File: config.mk
export PLATFORM = sky130hd
export DESIGN_NAME = store_pipe
export DESIGN_NICKNAME = d
export VERILOG_FILES = /design/src/common/lsu_pkg.sv /design/src/store_pipe/store_pipe.sv /design/src/source/lsu_addr_stage.sv
export SDC_FILE = /design/constraint.sdc
export NUM_CORES = 1
export LEC_CHECK = 0
export ABC_CLOCK_PERIOD_IN_PS = 3700
export BUFFER_PORTS_ARGS = -buffer_cell sky130_fd_sc_hd__buf_2
export CAP_MARGIN = 10
export CORE_MARGIN = 2
export CORE_UTILIZATION = 35
export CTS_BUF_LIST = sky130_fd_sc_hd__clkbuf_4
export CTS_CLUSTER_DIAMETER = 100
export DETAILED_ROUTE_END_ITERATION = 8
export PLACE_DENSITY = 0.64
export SYNTH_ARGS = -nofsm -noshare
export SYNTH_HDL_FRONTEND = slang
export SYNTH_SLANG_ARGS = --single-unit
File: constraint.sdc
create_clock -name clk -period 3.7 [get_ports clk]
set_input_delay 0.185 -clock clk [delete_from_list [all_inputs] [get_ports clk]]
set_output_delay 0.185 -clock clk [all_outputs]
set_load 0.02 [all_outputs]
File: src/common/lsu_pkg.sv
package lsu_pkg;

    localparam int XLEN      = 32;
    localparam int MEM_WORDS = 256;
    localparam int MEM_AW    = $clog2(MEM_WORDS);
    localparam int ADDR_W    = 10;
    localparam int BYTES     = 4;
    localparam int ROB_W     = 5;
    localparam int IMM_W     = 12;
    localparam int REG_W     = 5;

    // dir flips each time the ROB index wraps
    typedef struct packed {
        logic             dir;
        logic [ROB_W-1:0] idx;
    } rob_idx_t;

    typedef enum logic [1:0] {
        SIZE_B = 2'd0,
        SIZE_H = 2'd1,
        SIZE_W = 2'd2
    } size_t;

    typedef enum logic [1:0] {
        EXC_NONE = 2'd0,
        EXC_LAM  = 2'd1,
        EXC_SAM  = 2'd2
    } exc_t;

    typedef struct packed {
        logic             valid;
        rob_idx_t         rob;
        logic [REG_W-1:0] rd;
        size_t            size;
        logic             uext;
        logic [XLEN-1:0]  base;
        logic [IMM_W-1:0] imm;
    } load_op_t;

    typedef struct packed {
        logic             valid;
        rob_idx_t         rob;
        size_t            size;
        logic [XLEN-1:0]  base;
        logic [IMM_W-1:0] imm;
        logic [XLEN-1:0]  data;
    } store_op_t;

    // word addressed, be selects byte lanes on a write
    typedef struct packed {
        logic              valid;
        logic              write;
        logic [MEM_AW-1:0] addr;
        logic [BYTES-1:0]  be;
        logic [XLEN-1:0]   wdata;
    } mem_req_t;

    typedef struct packed {
        logic             valid;
        rob_idx_t         rob;
        logic [REG_W-1:0] rd;
        logic [XLEN-1:0]  data;
        exc_t             exc;
    } load_wb_t;

    typedef struct packed {
        logic     valid;
        rob_idx_t rob;
    } replay_t;

    typedef struct packed {
        logic     valid;
        rob_idx_t rob;
        exc_t     exc;
    } store_done_t;

endpackage
File: src/store_pipe/store_pipe.sv
`timescale 1ns/10ps

module store_pipe (
    input  logic                        clk,
    input  logic                        rst,
    input  lsu_pkg::store_op_t          store_op_i,
    output lsu_pkg::mem_req_t           req_o,
    output lsu_pkg::store_done_t        store_done_o,
    output logic [lsu_pkg::ADDR_W-1:0]  vaddr_o
);

    lsu_pkg::store_op_t          s2_op;
    logic [lsu_pkg::ADDR_W-1:0]  s2_addr;
    logic [lsu_pkg::BYTES-1:0]   s2_mask;
    logic                        s2_mis;

    lsu_addr_stage #(.op_t(lsu_pkg::store_op_t)) addr_stage_i (
        .clk        (clk),
        .rst        (rst),
        .op_i       (store_op_i),
        .base_i     (store_op_i.base),
        .imm_i      (store_op_i.imm),
        .size_i     (store_op_i.size),
        .op_o       (s2_op),
        .addr_o     (s2_addr),
        .mask_o     (s2_mask),
        .misalign_o (s2_mis)
    );

    // low bytes of data shifted up to the addressed lane
    assign req_o.valid = s2_op.valid & ~s2_mis;
    assign req_o.write = 1'b1;
    assign req_o.addr  = s2_addr[lsu_pkg::ADDR_W-1:2];
    assign req_o.be    = s2_mask;
    assign req_o.wdata = s2_op.data << {s2_addr[1:0], 3'b000};

    always_ff @(posedge clk or posedge rst) begin
        if (rst) begin
            store_done_o <= '0;
        end else begin
            store_done_o.valid <= s2_op.valid;
            store_done_o.rob   <= s2_op.rob;
            store_done_o.exc   <= s2_mis ? lsu_pkg::EXC_SAM : lsu_pkg::EXC_NONE;
        end
    end

    always_ff @(posedge clk) begin
        vaddr_o <= s2_addr;
    end

endmodule

File: src/source/lsu_addr_stage.sv
`timescale 1ns/10ps

module lsu_addr_stage #(
    parameter type op_t = lsu_pkg::load_op_t
) (
    input  logic                             clk,
    input  logic                             rst,
    input  op_t                              op_i,
    input  logic [lsu_pkg::XLEN-1:0]         base_i,
    input  logic [lsu_pkg::IMM_W-1:0]        imm_i,
    input  lsu_pkg::size_t                   size_i,
    output op_t                              op_o,
    output logic [lsu_pkg::ADDR_W-1:0]       addr_o,
    output logic [lsu_pkg::BYTES-1:0]        mask_o,
    output logic                             misalign_o
);

    logic [lsu_pkg::XLEN-1:0]  sum;
    logic [lsu_pkg::BYTES-1:0] mask;
    logic                      misalign;

    assign sum = base_i + {{(lsu_pkg::XLEN-lsu_pkg::IMM_W){imm_i[lsu_pkg::IMM_W-1]}}, imm_i};

    always_comb begin
        case (size_i)
            lsu_pkg::SIZE_B: begin
                mask     = 4'b0001 << sum[1:0];
                misalign = 1'b0;
            end
            lsu_pkg::SIZE_H: begin
                mask     = 4'b0011 << sum[1:0];
                misalign = sum[0];
            end
            default: begin
                mask     = 4'b1111;
                misalign = |sum[1:0];
            end
        endcase
    end

    always_ff @(posedge clk or posedge rst) begin
        if (rst) begin
            op_o <= '0;
        end else begin
            op_o <= op_i;
        end
    end

    always_ff @(posedge clk) begin
        addr_o     <= sum[lsu_pkg::ADDR_W-1:0];
        mask_o     <= mask;
        misalign_o <= misalign;
    end

endmodule

==> results of run 1 <==
==> cell usage after synthesis (8+ instances only) <==
cell,number
sky130_fd_sc_hd__nor2_1,15
sky130_fd_sc_hd__a211oi_1,9
sky130_fd_sc_hd__a21oi_1,15
sky130_fd_sc_hd__and2_1,8
sky130_fd_sc_hd__dfxtp_1,25
sky130_fd_sc_hd__ha_1,9
sky130_fd_sc_hd__dfrtp_1,47
sky130_fd_sc_hd__mux2i_1,16
sky130_fd_sc_hd__nand2_1,12
sky130_fd_sc_hd__buf_4,11
sky130_fd_sc_hd__nor2b_1,10
sky130_fd_sc_hd__o21ai_0,9
==> cell type report <==
class	instances	area (sq um)	area share (%)
Timing Repair Buffer	167	1040	26.5
Tap cell	102	128	3.24
Clock buffer	12	90.1	2.29
Clock inverter	4	15.0	0.382
Multi-Input combinational cell	138	972	24.7
Sequential cell	72	1680	42.6
Inverter	3	11.3	0.286
==> through the flow <==
| step | hold slack [ns] | power, mW | worst slack (ns) | utilization, % | area [sq um] |
|---|---|---|---|---|---|
| floorplan | 0.216 | 1.24 | 2.14 | - | 2770 |
| global placement | 0.293 | 1.37 | 1.65 | 44.6 | 3430 |
| detailed placement | 0.294 | 1.38 | 1.65 | 44.6 | 3430 |
| CTS | 0.00769 | 1.82 | 1.16 | 51.2 | 3930 |
| global route | 0.0379 | 1.90 | 0.953 | 51.2 | 3930 |
| finish | 0.0424 | 1.79 | 1.15 | 51.2 | 3930 |
==> how the worst max path moves through the flow <==
| stage | cells past startpoint | start | endpoint | slack, ns |
|---|---|---|---|---|
| floorplan | 5 | addr_stage_i.addr_o[1] | req_o[31] | 2.14 |
| global placement | 5 | addr_stage_i.addr_o[1] | req_o[28] | 1.65 |
| detailed placement | 5 | addr_stage_i.addr_o[1] | req_o[28] | 1.65 |
| CTS | 5 | addr_stage_i.addr_o[1] | req_o[28] | 1.16 |
| global route | 5 | addr_stage_i.addr_o[1] | req_o[24] | 0.95 |
| finish | 5 | addr_stage_i.addr_o[1] | req_o[24] | 1.15 |
==> cell families after synthesis <==
family	share of synthesized area, %
compound gates	10.8
xor+xnor	2.53
simple gates	10.9
other cells	0.271
buf+inv	4.51
fa+ha+maj	4.78
mux	5.77
flops	60.4
==> routing by layer <==
| metal | global-route usage [%] | part of all wire [%] | wire length (microns) |
|---|---|---|---|
| met1 | 17.5 | 42 | 2670 |
| met2 | 25.1 | 48 | 3020 |
| met3 | 4.83 | 8.0 | 504 |
| met4 | 7.35 | 1.8 | 111 |
| met5 | 0 | 0 | 0 |
==> power breakdown <==
group / internal [mW] / switching (mW) / total (mW)
combinational: 0.200 / 0.294 / 0.494
sequential: 0.860 / 0.0419 / 0.902
clock: 0.153 / 0.242 / 0.395
total: 1.21 / 0.578 / 1.79
==> placed cells by master (no fill, tap or decap), drive strengths merged, types with 4 or more instances in the layout <==
cell	netlist	final
and2	9	9
mux2i	16	16
a21oi	15	15
xnor2	5	5
nor2b	10	10
o21ai	9	9
nor2	15	15
a211oi	9	9
clkbuf	3	12
nand2	12	12
buf	15	127
dfrtp	47	47
ha	9	9
dfxtp	25	25
clkinv	0	4
dlygate4sd3	0	40
==> flip-flops by register name (all words and copies together) (netlist names) <==
signal                   flops
addr_stage_i.addr_o         10
addr_stage_i.mask_o          4
addr_stage_i.misalign_o      1
addr_stage_i.op_o           39
store_done_o                 8
vaddr_o                     10
==> insert_results.sql, run 1 <==
INSERT INTO impl_metrics (metric_group, metric, value, unit) VALUES
('final_layout', 'post_route_cells_drive_above_1_share', '37.1', '%'),
('synthesis', 'yosysWarningCount', '0', ''),
('global_routing', 'grt_util_all_layers', '15.1', '%'),
('sta', 'finalSetupViolations', '0', ''),
('routing', 'drt-wirelength-per-cell', '12.6', 'microns'),
('routing', 'detailedRoute.firstIterationViolations', '72', ''),
('routing', 'firstDrtPassIters', '4', ''),
('critical_path', 'regToRegStartpoint', 'addr_stage_i.addr_o[1]', ''),
('synthesis', 'syn-num-nets', '328', ''),
('critical_path', 'worst_setup_path_end_kind', 'output pin', ''),
('synthesis', 'synthesis.area_per_instance', '12.0', 'sq um'),
('sta', 'achievable-frequency', '0.392', 'GHz'),
('run', 'max-cap-violations', '0', ''),
('synthesis', 'post-synth-top-area-cell', 'sky130_fd_sc_hd__dfrtp_1', ''),
('synthesis', 'synth.ff_latch_count', '72', ''),
('clocking', 'holdBufCountCts', '40', ''),
('place', 'post-dp-hpwl', '4430', 'microns'),
('routing', 'route.final.wire_length', '6300', 'microns'),
('status', 'run_status', 'complete, no violations', ''),
('min_path', 'hold_path.startpoint', 'store_op_i[77]', ''),
('min_path', 'min-delay-path-class', 'in -> reg', ''),
('die', 'die_height', '93.0', 'microns'),
('final_layout', 'design.final.nets', '488', ''),
('die', 'chipWidth', '93.0', 'microns'),
('die', 'initial_core_util', '36.1', '%'),
('final_layout', 'fillerInstances', '742', ''),
('clocking', 'cts_post_setup_buffers_inserted', '0', ''),
('critical_path', 'worst-setup-path-type', 'reg -> out', ''),
('place', 'placedCellCount', '442', ''),
('synthesis', 'leading_cell_types_by_total_area_after_synthesis', 'sky130_fd_sc_hd__dfrtp_1 (42%), sky130_fd_sc_hd__dfxtp_1 (18%), sky130_fd_sc_hd__mux2i_1 (5.8%)', ''),
('pwr', 'ir_worst_vdd', '0.181', 'mV'),
('critical_path', 'timing.critical_path.max_delay_family', 'flip-flops', ''),
('global_routing', 'number_of_antenna_violations_at_the_first_check_in_global_routing', '0', ''),
('critical_path', 'r2r_cells', '0', ''),
('critical_path', 'cp_arrival', '2.37', 'ns'),
('critical_path', 'critical_path_required', '3.51', 'ns'),
('synthesis', 'register_area_share_after_synthesis', '60.4', '%'),
('critical_path', 'worst_r2r_endpoint', 'vaddr_o[1]', ''),
('global_routing', 'grt_overflow', '0', ''),
('final_layout', 'diodes', '0', ''),
('global_routing', 'grt_pass1_vias', '2140', ''),
('clocking', 'cts_buffer_depth', '2', ''),
('sta', 'finalHoldViolCount', '0', ''),
('clocking', 'numCtsBuffers', '9', ''),
('synthesis', 'ys_dominant_reg_cell', 'sky130_fd_sc_hd__dfrtp_1', ''),
('sta', 'setup-tns-final', '0', 'ns'),
('sta', 'fin_crit_sh', '69.0', '%'),
('sta', 'rsz_0062_raised_after_global_routing', 'false', ''),
('clocking', 'clock_tree.htree_level_count', '3', ''),
('sta', 'final-max-slew-violation-count', '0', ''),
('clocking', 'root_buffer', 'sky130_fd_sc_hd__clkbuf_4', ''),
('final_layout', 'area_growth', '41.8', '%'),
('pwr', 'cellLeakagePower', '1.94', 'nW'),
('clocking', 'tritoncts', 'built', ''),
('routing', 'vias_per_instance', '4.51', ''),
('critical_path', 'critPathSlowestCell', 'sky130_fd_sc_hd__dfxtp_1', ''),
('routing', 'route.vias.total', '2248', ''),
('die', 'i_o_pin_count', '152', ''),
('clocking', 'clock_sink_count', '72', ''),
('synthesis', 'asyncSetResetFlopFracSynth', '65.3', '%'),
('sta', 'max_slew_margin', '28.7', '%'),
('clocking', 'post_cts_resized', '0', ''),
('synthesis', 'mappedNetlistArea', '2770', 'sq um'),
('global_routing', 'first_pass_grt_wire_length', '9860', 'microns'),
('synthesis', 'post_synth_inst_count', '231', ''),
('global_routing', 'grt_start_max_net_pins', '48', ''),
('synthesis', 'post-synth-top-area-fraction', '42.4', '%'),
('final_layout', 'final_cells', '498', ''),
('min_path', 'hold_path_depth', '2', ''),
('sta', 'maximum_clock_skew_at_final_layout', '0.0150', 'ns'),
('routing', 'drc_errors', '0', '');
(Power assumes the default switching activity.)
==> run 2: changes to the inputs <==
--- a/config.mk
+++ b/config.mk
@@ -5,7 +5,7 @@
 export SDC_FILE = /design/constraint.sdc
 export NUM_CORES = 1
 export LEC_CHECK = 0
-export ABC_CLOCK_PERIOD_IN_PS = 3700
+export ABC_CLOCK_PERIOD_IN_PS = 2340
 export BUFFER_PORTS_ARGS = -buffer_cell sky130_fd_sc_hd__buf_2
 export CAP_MARGIN = 10
 export CORE_MARGIN = 2
@@ -13,7 +13,7 @@
 export CTS_BUF_LIST = sky130_fd_sc_hd__clkbuf_4
 export CTS_CLUSTER_DIAMETER = 100
 export DETAILED_ROUTE_END_ITERATION = 8
-export PLACE_DENSITY = 0.64
+export PLACE_DENSITY = 0.67
 export SYNTH_ARGS = -nofsm -noshare
 export SYNTH_HDL_FRONTEND = slang
 export SYNTH_SLANG_ARGS = --single-unit
==> constraint.sdc (replaced) <==
create_clock -name clk -period 2.34 [get_ports clk]
set_input_delay 0.117 -clock clk [delete_from_list [all_inputs] [get_ports clk]]
set_output_delay 0.117 -clock clk [all_outputs]
set_load 0.02 [all_outputs]
==> insert_results.sql, run 2 (synthesis results as in run 1) <==
INSERT INTO impl_metrics (metric_group, metric, value, unit) VALUES
('status', 'run_status', 'complete, no violations', ''),
('final_layout', 'ff_latch_area', '1680', 'sq um'),
('final_layout', 'design.final.nets', '492', ''),
('final_layout', 'area_growth', '43.9', '%'),
('run', 'max-cap-violations', '0', ''),
('final_layout', 'largestRegisters', 'addr_stage_i.op_o x39, addr_stage_i.addr_o x10, vaddr_o x10', ''),
('final_layout', 'final_cells', '502', ''),
('critical_path', 'cp_max_fo', '23', ''),
('final_layout', 'largest_register_ff_count', '39', ''),
('pwr', 'power_share_of_the_combinational_group', '27.9', '%'),
('routing', 'detailedRoute.firstIterationViolations', '44', ''),
('global_routing', 'grt_pass1_vias', '2270', ''),
('sta', 'fin_crit_sh', '89.6', '%'),
('critical_path', 'regToRegStartpoint', 'addr_stage_i.addr_o[1]', ''),
('sta', 'achievable-frequency', '0.477', 'GHz'),
('sta', 'final-max-slew-violation-count', '0', ''),
('sta', 'finalSetupViolations', '0', ''),
('global_routing', 'number_of_antenna_violations_at_the_first_check_in_global_routing', '0', ''),
('sta', 'rsz_0062_raised_after_global_routing', 'false', ''),
('pwr', 'power_density', '724', 'nW/um^2'),
('clocking', 'numCtsBuffers', '9', ''),
('critical_path', 'worst_setup_path_end_kind', 'output pin', ''),
('critical_path', 'cp_arrival', '1.98', 'ns'),
('clocking', 'clk_pin_slew_worst_paths', '0.11', 'ns'),
('place', 'placedCellCount', '443', ''),
('critical_path', 'crit_path_start', 'addr_stage_i.addr_o[1]', ''),
('clocking', 'post_cts_resized', '0', ''),
('critical_path', 'critical_path_required', '2.22', 'ns'),
('die', 'chipWidth', '93.0', 'microns'),
('place', 'post-dp-hpwl', '4550', 'microns'),
('pwr', 'ir_worst_vdd', '0.327', 'mV'),
('min_path', 'min-delay-path-class', 'in -> reg', ''),
('clocking', 'clock_sink_count', '72', ''),
('routing', 'firstDrtPassIters', '5', ''),
('pwr', 'net-switching-power', '0.950', 'mW'),
('final_layout', 'commonest_cells_after_routing_fill_and_taps_aside', 'sky130_fd_sc_hd__buf_2 (125), sky130_fd_sc_hd__dfrtp_1 (47), sky130_fd_sc_hd__dlygate4sd3_1 (43)', ''),
('sta', 'finalHoldViolCount', '0', ''),
('final_layout', 'largest_register', 'addr_stage_i.op_o', ''),
('clocking', 'cts_post_setup_buffers_inserted', '0', ''),
('clocking', 'clkLatencyLatePin', '0.40', 'ns'),
('routing', 'route.final.wire_length', '6670', 'microns'),
('die', 'die_height', '93.0', 'microns'),
('routing', 'drc_errors', '0', ''),
('min_path', 'hold_path.startpoint', 'store_op_i[52]', ''),
('global_routing', 'grt_overflow', '0', ''),
('sta', 'worst-slew-pin-transition', '0.636', 'ns'),
('die', 'row_count', '32', ''),
('place', 'placer_s_final_routability_congestion_estimate', '0.720', ''),
('die', 'initial_core_util', '36.1', '%'),
('sta', 'maximum_clock_skew_at_final_layout', '0.00853', 'ns'),
('clocking', 'root_buffer', 'sky130_fd_sc_hd__clkbuf_4', ''),
('pwr', 'power.share.switching', '32.9', '%'),
('clocking', 'clock_tree.htree_level_count', '3', ''),
('clocking', 'cts_buffer_depth', '2', ''),
('die', 'fp.dieArea', '8650', 'sq um'),
('final_layout', 'mostFrequentLayoutCell', 'sky130_fd_sc_hd__buf_2', ''),
('sta', 'period_needed', '2.10', 'ns'),
('routing', 'remaining_antenna_violation_count', '0', ''),
('critical_path', 'worst-setup-path-type', 'reg -> out', ''),
('clocking', 'tritoncts', 'built', ''),
('final_layout', 'area_taken_by_multi_input_logic_gates', '972', 'sq um'),
('global_routing', 'grt_start_max_net_pins', '35', ''),
('sta', 'setup-tns-final', '0', 'ns'),
('routing', 'vias_per_instance', '4.53', ''),
('final_layout', 'diodes', '0', ''),
('place', 'buffer_ports.inserted', '125', ''),
('final_layout', 'final_core_utilization', '51.9', '%'),
('final_layout', 'post_route_cells_drive_above_1_share', '38.0', '%'),
('pwr', 'power_frac_seq', '49.0', '%'),
('global_routing', 'first_pass_grt_wire_length', '10600', 'microns'),
('pwr', 'power_frac_clock', '23.0', '%'),
('final_layout', 'fillerInstances', '720', ''),
('routing', 'route.vias.total', '2275', ''),
('die', 'coreArea', '7690', 'sq um'),
('routing', 'drt-wirelength-per-cell', '13.3', 'microns'),
('global_routing', 'grt_util_all_layers', '15.9', '%'),
('pwr', 'cellLeakagePower', '1.97', 'nW'),
('pwr', 'power_report.internal_total', '1.94', 'mW'),
('die', 'i_o_pin_count', '152', ''),
('pwr', 'totalPowerFinal', '2.89', 'mW'),
('sta', 'max_slew_margin', '57.5', '%'),
('critical_path', 'setup.worst_path.start_class', 'flop', '');
==> run 2: critical path: stages, from the launching register on <==
cell and delay (ns):
sky130_fd_sc_hd__dfxtp_1 0.72, sky130_fd_sc_hd__buf_12 0.24, sky130_fd_sc_hd__mux2i_1 0.31, sky130_fd_sc_hd__o22ai_1 0.12, sky130_fd_sc_hd__buf_2 0.18
==> run 2: layer usage <==
| layer | track usage, % | wire (microns) |
|---|---|---|
| met1 | 19.4 | 2820 |
| met2 | 26.5 | 3210 |
| met3 | 4.43 | 514 |
| met4 | 6.74 | 129 |
| met5 | 0 | 0 |
==> run 2: path summary, 6_finish.rpt <==
kind,to,slack (ns),cells past startpoint
min reg2reg,store_done_o[3],0.36,0
min,addr_stage_i.addr_o[8],0.08,3
min in group asynchronous,addr_stage_i.op_o[5],0.24,3
max,req_o[16],0.24,4
max reg2reg,vaddr_o[1],1.47,0
max in group asynchronous,addr_stage_i.op_o[9],1.37,4
==> run 2: through the flow <==
step / setup WS [ns] / hold WS, ns / cell area, sq um
after floorplan: 0.851 / 0.148 / 2770
after global placement: 0.598 / 0.112 / 3450
after detailed placement: 0.562 / 0.119 / 3450
after CTS: 0.243 / 0.0477 / 3990
after global routing: 0.0926 / 0.0452 / 3990
final: 0.243 / 0.0792 / 3990
==> run 2: timing repair <==
| action | CTS | global route |
|---|---|---|
| setup endpoints to repair | 0 | 0 |
| endpoints found under the hold margin | 60 | 0 |
| hold buffers | 43 | 0 |
==> run 2: cell type report <==
class / count / share of cell area, %
clock buffers: 12 / 2.26
flip-flops and latches: 72 / 42.0
repair buffers: 171 / 27.3
inverters: 3 / 0.282
well taps: 102 / 3.20
multi-input cells: 138 / 24.3
clock inverters: 4 / 0.595
==> run 2: power groups by stage <==
stage | sequential (mW) | combinational (mW) | clock [mW]
2_1_floorplan | 1.49 | 0.468 | 0
3_3_place_gp | 1.44 | 0.739 | 0
3_5_place_dp | 1.44 | 0.747 | 0
4_1_cts | 1.42 | 0.806 | 0.698
5_1_grt | 1.43 | 0.869 | 0.764
6_report | 1.42 | 0.807 | 0.666
